[config.mk]
export PLATFORM = sky130hd
export DESIGN_NAME = output_aligner_flat
export DESIGN_NICKNAME = d
export VERILOG_FILES = /design/src/hdl/vu_pkg.sv /design/src/hdl/pixel_stream_if.sv /design/src/hdl/output_aligner.sv /design/src/flat_wrapper.sv
export VERILOG_INCLUDE_DIRS = /design/src /design/src/hdl
export SDC_FILE = /design/constraint.sdc
export NUM_CORES = 1
export LEC_CHECK = 0
export BUFFER_PORTS_ARGS = -buffer_cell sky130_fd_sc_hd__clkbuf_2
export CAP_MARGIN = 25
export CELL_PAD_IN_SITES_DETAIL_PLACEMENT = 0
export CELL_PAD_IN_SITES_GLOBAL_PLACEMENT = 2
export CORE_UTILIZATION = 21
export CTS_CLUSTER_SIZE = 12
export DETAILED_ROUTE_END_ITERATION = 8
export GPL_TIMING_DRIVEN = 0
export PLACE_DENSITY = 0.75
export SLEW_MARGIN = 20
export SYNTH_ARGS = -nofsm -noshare
export SYNTH_HDL_FRONTEND = slang
export SYNTH_SLANG_ARGS = --single-unit
[constraint.sdc]
create_clock -name in_pclk -period 1.34 [get_ports in_pclk]
set_input_delay 0.201 -clock in_pclk [delete_from_list [all_inputs] [get_ports in_pclk]]
set_output_delay 0.201 -clock in_pclk [all_outputs]
set_load 0.01 [all_outputs]
[src/hdl/vu_params.svh]
`ifndef VU_PARAMS_SVH
`define VU_PARAMS_SVH

// Pixel and packed word widths.
`define VU_PIXEL_BIT	32
`define VU_PACK_BIT		64

// Coordinates, line memory and sync ring addresses.
`define VU_COORD_W		10

// Pixels carried by one packed word.
`define VU_PACK_DIV		(`VU_PACK_BIT / `VU_PIXEL_BIT)

`endif

[src/hdl/vu_pkg.sv]
`include "vu_params.svh"

package vu_pkg;

// One unpacked pixel.
typedef logic [`VU_PIXEL_BIT-1:0]	pixel_t;

// Pixel column, word column or line number.
typedef logic [`VU_COORD_W-1:0]		coord_t;

// Packed word as written by the source.
// Element 0 of pix is the least significant pixel.
typedef union packed
{
	logic [`VU_PACK_BIT-1:0]	raw;
	pixel_t [`VU_PACK_DIV-1:0]	pix;
} pack_word_u;

endpackage

[src/hdl/pixel_stream_if.sv]
`timescale 1ns/100ps
`include "vu_params.svh"

interface pixel_stream_if
	import vu_pkg::*;
();

// One beat per cycle with valid high, no stall.
logic	valid;
coord_t	x;
pixel_t	data;
logic	last;

modport src
(
	output	valid,
	output	x,
	output	data,
	output	last
);

modport dst
(
	input	valid,
	input	x,
	input	data,
	input	last
);

endinterface

[src/hdl/output_aligner.sv]
`timescale 1ns/100ps
`include "vu_params.svh"

module output_aligner
	import vu_pkg::*;
(
	input	logic			in_pclk,
	input	logic			in_rstn,

	pixel_stream_if.dst		i_pix,
	input	logic			i_hs,
	input	logic			i_vs,
	input	logic			i_line_tick,

	output	coord_t			o_x,
	output	coord_t			o_y,
	output	logic			o_valid,
	output	logic			o_de,
	output	logic			o_hs,
	output	logic			o_vs,
	output	pixel_t			o_data
);

// Line number of the beats now on the interface.
coord_t		r_y;

always_ff @(posedge in_pclk)
begin
	if (!in_rstn)
	begin
		o_valid	<= 1'b0;
		o_de	<= 1'b0;
		o_hs	<= 1'b0;
		o_vs	<= 1'b0;
		o_y		<= '0;
		r_y		<= '0;
	end
	else
	begin
		o_valid	<= i_pix.valid;
		o_de	<= i_pix.valid;
		o_hs	<= i_hs;
		o_vs	<= i_vs;
		o_y		<= r_y;

		// Frame restarts at line 0 once vs drops.
		if (!i_vs)
			r_y <= '0;
		else if (i_pix.valid && i_pix.last)
			r_y <= r_y + 1'b1;
	end
end

always_ff @(posedge in_pclk)
begin
	o_x		<= i_pix.x;
	o_data	<= i_pix.data;
end

// Replayed line start must meet the first pixel of that line.
assert property (@(posedge in_pclk) disable iff (!in_rstn)
	i_line_tick |-> (i_pix.valid && (i_pix.x == '0)))
	else $error("output_aligner: delayed sync out of step with pixels");

endmodule

[src/flat_wrapper.sv]
// flat-port wrapper written by rule: the top's interface ports become plain ports
module output_aligner_flat import vu_pkg::*;
  (in_pclk, in_rstn, i_hs, i_vs, i_line_tick, o_x, o_y, o_valid, o_de, o_hs, o_vs, o_data, i_pix_valid, i_pix_x, i_pix_data, i_pix_last);
  pixel_stream_if i_pix_i ();
  input	logic in_pclk;
  input	logic in_rstn;
  input	logic i_hs;
  input	logic i_vs;
  input	logic i_line_tick;
  output	coord_t o_x;
  output	coord_t o_y;
  output	logic o_valid;
  output	logic o_de;
  output	logic o_hs;
  output	logic o_vs;
  output	pixel_t o_data;
  input wire logic [$bits(i_pix_i.valid)-1:0] i_pix_valid;
  input wire logic [$bits(i_pix_i.x)-1:0] i_pix_x;
  input wire logic [$bits(i_pix_i.data)-1:0] i_pix_data;
  input wire logic [$bits(i_pix_i.last)-1:0] i_pix_last;
  assign i_pix_i.valid = i_pix_valid;
  assign i_pix_i.x = i_pix_x;
  assign i_pix_i.data = i_pix_data;
  assign i_pix_i.last = i_pix_last;
  output_aligner u_core (.in_pclk(in_pclk), .in_rstn(in_rstn), .i_pix(i_pix_i), .i_hs(i_hs), .i_vs(i_vs), .i_line_tick(i_line_tick), .o_x(o_x), .o_y(o_y), .o_valid(o_valid), .o_de(o_de), .o_hs(o_hs), .o_vs(o_vs), .o_data(o_data));
endmodule
==> impl_results.md, run 1 <==
- Startpoint Class: register
- Core Area: 7410 um2
- Hold Fails Final Rpt: 0
- Final setup violation count: 0
- Pwr Density: 1250 nW/um2
- Synth Area per Inst: 13.6 um2
- Die height: 90.4 um
- Worst-Margin Slew: 0.517 ns
- CTS tree: yes
- VDD IR max: 350 uV
- Total CTS buffers: 9
- DR DRC count: 0
- CP arrival: 1.55 ns
- Chip width: 90.4 um
- Crit end category: register
- Dpl hpwl: 2650 um
- Vias in the first global route: 1,434
- Cell variety after synth: 20
- Post-synth EDFFs: 0
- Top FF cell, synth: dfxtp_1
- Mapped Cells: 121
- Total Routing Usage GR: 10.9%
- Largest net degree at the start of global routing: 12
- Slew Limit Headroom: 65.5%
- Wire length per cell: 10.6 um
- First-pass GRT wire length: 6600 um
- Crit path max fanout: 4
- Hold Crit Class: input port to register
- GP Congestion: 0.649
- CTS Buffer Depth: 2
- Worst-Skew Late Latency: 0.33 ns
- Area growth from synthesis to layout: 79.1%
- # IOs: 105
- # rows: 31
- Number of synthesized register bits: 65
- Synthesized cell area: 1640 um2
- Clock skew: 0.00233 ns
- WS Path Type: register to register
- Final design utilization: 39.7%
- Post-Layout Cell Count: 384
- Status: finished clean
- Inst Count DP: 323
- Root Driver: clkbuf_8
- 1st-iter DRT viols: 18
- Post-synthesis sequential area ratio: 79.2%
- Initial antenna violation count: 0
- Critical Path RT: 1.60 ns
- Gr ovfl total: 0
- Total wire length: 4070 um
- Diode count: 0
- Via/cell ratio: 3.78
- H-tree lvl count: 3
- Port bufs: 103
- Layout cell share with drive strength beyond 1: 47.7%
- Max-slew violation count: 0
- Period minus WS final: 1.28 ns
- CTS Sinks: 65
- Synth warn: 0
- Initial Util: 22.2%
- Die Area: 8180 um2
- Drt first pass iters: 2
- Max-cap viol count: 0
- Post-layout nets: 330
- Total nets after synthesis: 171
- Fmax: 780 MHz
- CTS clock-pin slew for the worst setup and hold paths: 0.07 ns
- Routed Antenna Nets: 0
- Total number of vias: 1,453
- Async SR Flop Fraction: 0%
- LEAKAGE: 1.34 nW
- Final worst path period share: 95.7%
## cells by family after synthesis
kind of cell | share of synthesized area [%]
xor+xnor | 1.07
fa+ha+maj | 0.761
flops | 79.2
simple gates | 12.2
buf+inv | 1.60
compound gates | 5.18
## state kept, by name, summed over array words and instances, names as in the netlist
signal,count
u_core.o_y,10
u_core.o_data,32
u_core.r_y,10
u_core.o_hs,1
u_core.o_vs,1
u_core.o_valid,1
u_core.o_x,10
## worst max-delay path, stage by stage, from the launching register on
cell     delay, ns
dfxtp_4       0.37
ha_4          0.14
nand3_4       0.07
or4_4         0.48
a21oi_1       0.15
## layer usage
layer	GRT usage [%]	routed length, um	part of all wire, %	vias up
met4	8.20	115	2.8	0
met3	4.80	335	8.2	9
met1	10.1	1560	38	651
met5	0	0	0	-
li1	-	-	-	719
met2	18.6	2050	50	74
## area by class of cell
type / instances / area, um2
fillers: 736 / 4470
multi-input cells: 50 / 359
plain buffers: 3 / 15.0
inverters: 3 / 11.3
clock buffers: 10 / 128
flip-flops and latches: 65 / 1310
well taps: 99 / 124
clock inverters: 6 / 35.0
repair buffers: 148 / 958
## path summary, 6_finish.rpt
kind	endpoint	slack, ns	cells past startpoint	from
hold / removal	u_core.o_hs$_SDFF_PN0_	0.07	2	i_hs
setup / recovery	u_core.r_y[8]$_SDFFE_PN0P_	0.06	4	u_core.r_y[0]$_SDFFE_PN0P_
hold reg to reg	u_core.r_y[9]$_SDFFE_PN0P_	0.48	2	u_core.r_y[9]$_SDFFE_PN0P_
setup reg to reg	u_core.r_y[8]$_SDFFE_PN0P_	0.06	4	u_core.r_y[0]$_SDFFE_PN0P_
## through the flow
stage / TNS, ns / instance area, um2 / worst slack [ns] / hold WS, ns / power [mW]
after CTS: 0 / 2900 / 0.0160 / 0.0437 / 3.75
final: 0 / 2940 / 0.0577 / 0.0691 / 3.68
after global placement: -0.0909 / 2280 / -0.0829 / 0.304 / 2.27
after floorplan: 0 / 1640 / 0.0381 / 0.229 / 2.13
after global routing: -0.00514 / 2940 / -0.00514 / 0.0448 / 3.89
after detailed placement: -0.171 / 2280 / -0.120 / 0.305 / 2.27
## synthesized netlist by cell type, types with 2 or more instances
library cell	number	area, um2
dfxtp_1	65	1300
nand3_2	2	20.0
clkbuf_1	2	7.51
or3_1	3	18.8
a21oi_1	8	40.0
nor2_1	2	7.51
inv_1	3	11.3
o21ai_0	3	15.0
or4_1	4	30.0
o31ai_1	4	30.0
nand3_1	2	10.0
and2_1	11	68.8
nand2_1	5	18.8
## where the power goes
| part | total (mW) | switching (mW) | internal (mW) |
|---|---|---|---|
| clock network | 1.35 | 0.692 | 0.656 |
| logic | 0.303 | 0.120 | 0.183 |
| registers | 2.03 | 0.0220 | 2.00 |
| total | 3.68 | 0.833 | 2.84 |
## cells in the final DEF (no fill, tap or decap), drive strengths merged, types with 5 or more instances in the layout
| master | synthesis | routed |
|---|---|---|
| clkbuf | 2 | 115 |
| nand2 | 5 | 5 |
| dfxtp | 65 | 65 |
| and2 | 12 | 12 |
| a21oi | 8 | 8 |
| dlygate4sd3 | 0 | 42 |
## timing repair
item,CTS,global route
buffers inserted,2,1
gates resized for setup,6,9
pin swaps,1,1
hold buffers,42,0
setup endpoints to repair,3,5
cloned,0,0
hold endpoints to repair,42,0
Note: power is estimated with default switching activity, not from simulation.
==> run 2: changes to the inputs <==
- BUFFER_PORTS_ARGS: -buffer_cell sky130_fd_sc_hd__clkbuf_2 -> not set
- CORE_UTILIZATION: 21 -> 31
- DONT_BUFFER_PORTS: not set -> 1
- PLACE_DENSITY: 0.75 -> 0.82
==> impl_results.md, run 2 (synthesis gave the netlist of run 1 again) <==
- FILL cells: 460 (-38%)
- Area taken by multi-input logic gates: 359 um2 (unchanged)
- # IOs: 105 (unchanged)
- Hold Crit Class: input port to register
- Post-Layout Inst Area: 2420 um2 (-18%)
- Logic pwr share: 3.6% (-4.6 points)
- Gr ovfl total: 0 (unchanged)
- Inst Count DP: 191 (-41%)
- Chip width: 74.8 um (-17%)
- Diode count: 0 (unchanged)
- Crit end category: register
- Worst-Skew Late Latency: 0.33 ns (about the same)
- Drt first pass iters: 4 (+2)
- H-tree lvl count: 3 (unchanged)
- Final setup violation count: 0 (unchanged)
- Initial Util: 32.2% (+10 points)
- Post-Layout Cell Count: 253 (-34%)
- Total Routing Usage GR: 13.8% (+3.0 points)
- Slowest Stage Delay on Critical Path: 0.51 ns (+0.03 ns)
- Reg with most FFs: u_core.o_data
- Placed cell areas: 1730 um2 (-24%)
- CP Cell Sequence: nand3_1, or4_4, a21oi_2
- # rows: 26 (-16%)
- Max-slew violation count: 0 (unchanged)
- Critical Path RT: 1.61 ns (about the same)
- Post-layout nets: 229 (-31%)
- Dpl hpwl: 2420 um (-8.4%)
- Largest net degree at the start of global routing: 11 (-1)
- Metal3 WL: 470 um (+40%)
- Status: finished clean
- Via/cell ratio: 4.46 (+18%)
- Total wire length: 3820 um (-6.1%)
- First-pass GRT wire length: 5220 um (-21%)
- Layout cell share with drive strength beyond 1: 15.8% (-32 points)
- Max reg flops: 32 (unchanged)
- LEAKAGE: 0.922 nW (-31%)
- Total number of vias: 1,129 (-22%)
- P_int: 2.81 mW (-1.3%)
- Period minus WS final: 1.27 ns (-0.0132 ns)
- WS Path Type: register to register
- 1st-iter DRT viols: 9 (-9)
- Core Area: 5110 um2 (-31%)
- RSZ-0062 raised after global routing: no
- Routed Antenna Nets: 0 (unchanged)
- CP max-delay cell: or4_4
- GP Congestion: 0.601 (-7.3%)
- Area growth from synthesis to layout: 47.1%
- Port bufs: 0 (-100%)
- Area occupied by registers: 1320 um2 (+0.29%)
- Startpoint Class: register
- Post-Route M1 WL: 1240 um (-21%)
- Commonest non-fill, non-tap cell in the layout: dfxtp_1
- Slew Limit Headroom: 67.5% (+2.0 points)
- Metal2 WL: 1990 um (-3.1%)
- Die Area: 5590 um2 (-32%)
- Total negative slack: 0 ns (unchanged)
- Initial antenna violation count: 0 (unchanged)
- CTS Buffer Depth: 2 (unchanged)
- DR DRC count: 0 (unchanged)
- Clock skew: 0.00537 ns (+0.00304 ns)
- Total CTS buffers: 9 (unchanged)
- Hold Fails Final Rpt: 0 (unchanged)
- Fmax: 788 MHz (+1.0%)
- Max-cap viol count: 0 (unchanged)
- Net Sw Power: 0.775 mW (-7.0%)
- CTS clock-pin slew for the worst setup and hold paths: 0.07 ns (about the same)
- Worst-Margin Slew: 0.487 ns (-0.0299 ns)
- Sequential share of power: 57.9% (+2.8 points)
- CTS Sinks: 65 (unchanged)
- Top Layer Used: met4
- Die height: 74.8 um (-17%)
- Clock share of power: 38.5% (+1.8 points)
- Wire length per cell: 15.1 um (+42%)
- Commonest non-fill, non-tap cells in the layout: dfxtp_1 (59), dlygate4sd3_1 (45), and2_1 (11)
- Final worst path period share: 94.7% (-0.98 points)
- Sw Ratio: 21.6% (-1.0 points)
- Crit path max fanout: 6 (+2)
- CP arrival: 1.54 ns (about the same)
- VDD IR max: 599 uV (+71%)
- Pwr Density: 1480 nW/um2 (+19%)
- Root Driver: clkbuf_8
- CTS tree: yes
- Vias in the first global route: 1,065 (-26%)
[run 2: metrics by stage]
step / total power [mW] / hold slack [ns] / setup slack [ns] / util (%)
detailed placement: 2.14 / 0.229 / -0.139 / 33.9
finish: 3.58 / 0.0162 / 0.0709 / 47.3
floorplan: 2.13 / 0.229 / 0.0381 / -
CTS: 3.64 / 0.00342 / 0.00756 / 46.5
global route: 3.75 / 0.0176 / 0.00468 / 47.3
global placement: 2.14 / 0.229 / -0.0703 / 33.9
[run 2: final timing paths]
kind / from / end / slack [ns] / depth (start not counted)
worst min-delay path: i_pix_last / u_core.r_y[1]$_SDFFE_PN0P_ / 0.02 / 2
worst min register to register: u_core.r_y[9]$_SDFFE_PN0P_ / u_core.r_y[9]$_SDFFE_PN0P_ / 0.50 / 2
worst max register to register: u_core.r_y[6]$_SDFFE_PN0P_ / u_core.r_y[8]$_SDFFE_PN0P_ / 0.07 / 3
worst max-delay path: u_core.r_y[6]$_SDFFE_PN0P_ / u_core.r_y[8]$_SDFFE_PN0P_ / 0.07 / 3
[run 2: power by group through the flow]
stage / Clock, mW / Combinational [mW] / Sequential (mW)
floorplan: 0 / 0.0172 / 2.11
global placement: 0 / 0.0218 / 2.12
detailed placement: 0 / 0.0226 / 2.12
finish: 1.38 / 0.129 / 2.07
global route: 1.53 / 0.141 / 2.08
CTS: 1.43 / 0.129 / 2.08
[run 2: cell type report]
| class | count | area share (%) |
|---|---|---|
| well taps | 70 | 3.62 |
| clock inverters | 3 | 0.725 |
| multi-input cells | 50 | 14.9 |
| repair buffers | 47 | 19.3 |
| flip-flops and latches | 65 | 54.5 |
| clock buffers | 12 | 6.00 |
| plain buffers | 3 | 0.621 |
| inverters | 3 | 0.466 |
[run 2: critical path: cells and delay by family (launching register included)]
family	cells	cell delay, ns
compound gates	1	0.12
flops	1	0.42
simple gates	2	0.66
[run 2: routing by layer]
layer,global-route usage [%],vias to the layer above
met5,0,-
met4,8.18,0
met3,8.17,14
met2,26.2,72
met1,10.5,523
li1,-,520
[run 2: repair_timing]
action                     4_1_cts  5_1_grt
pin swaps                        0        4
buffers inserted                 0        2
hold buffers                    45        0
hold endpoints to repair        46        0
setup endpoints to repair        5        4
gates resized for setup          7        9
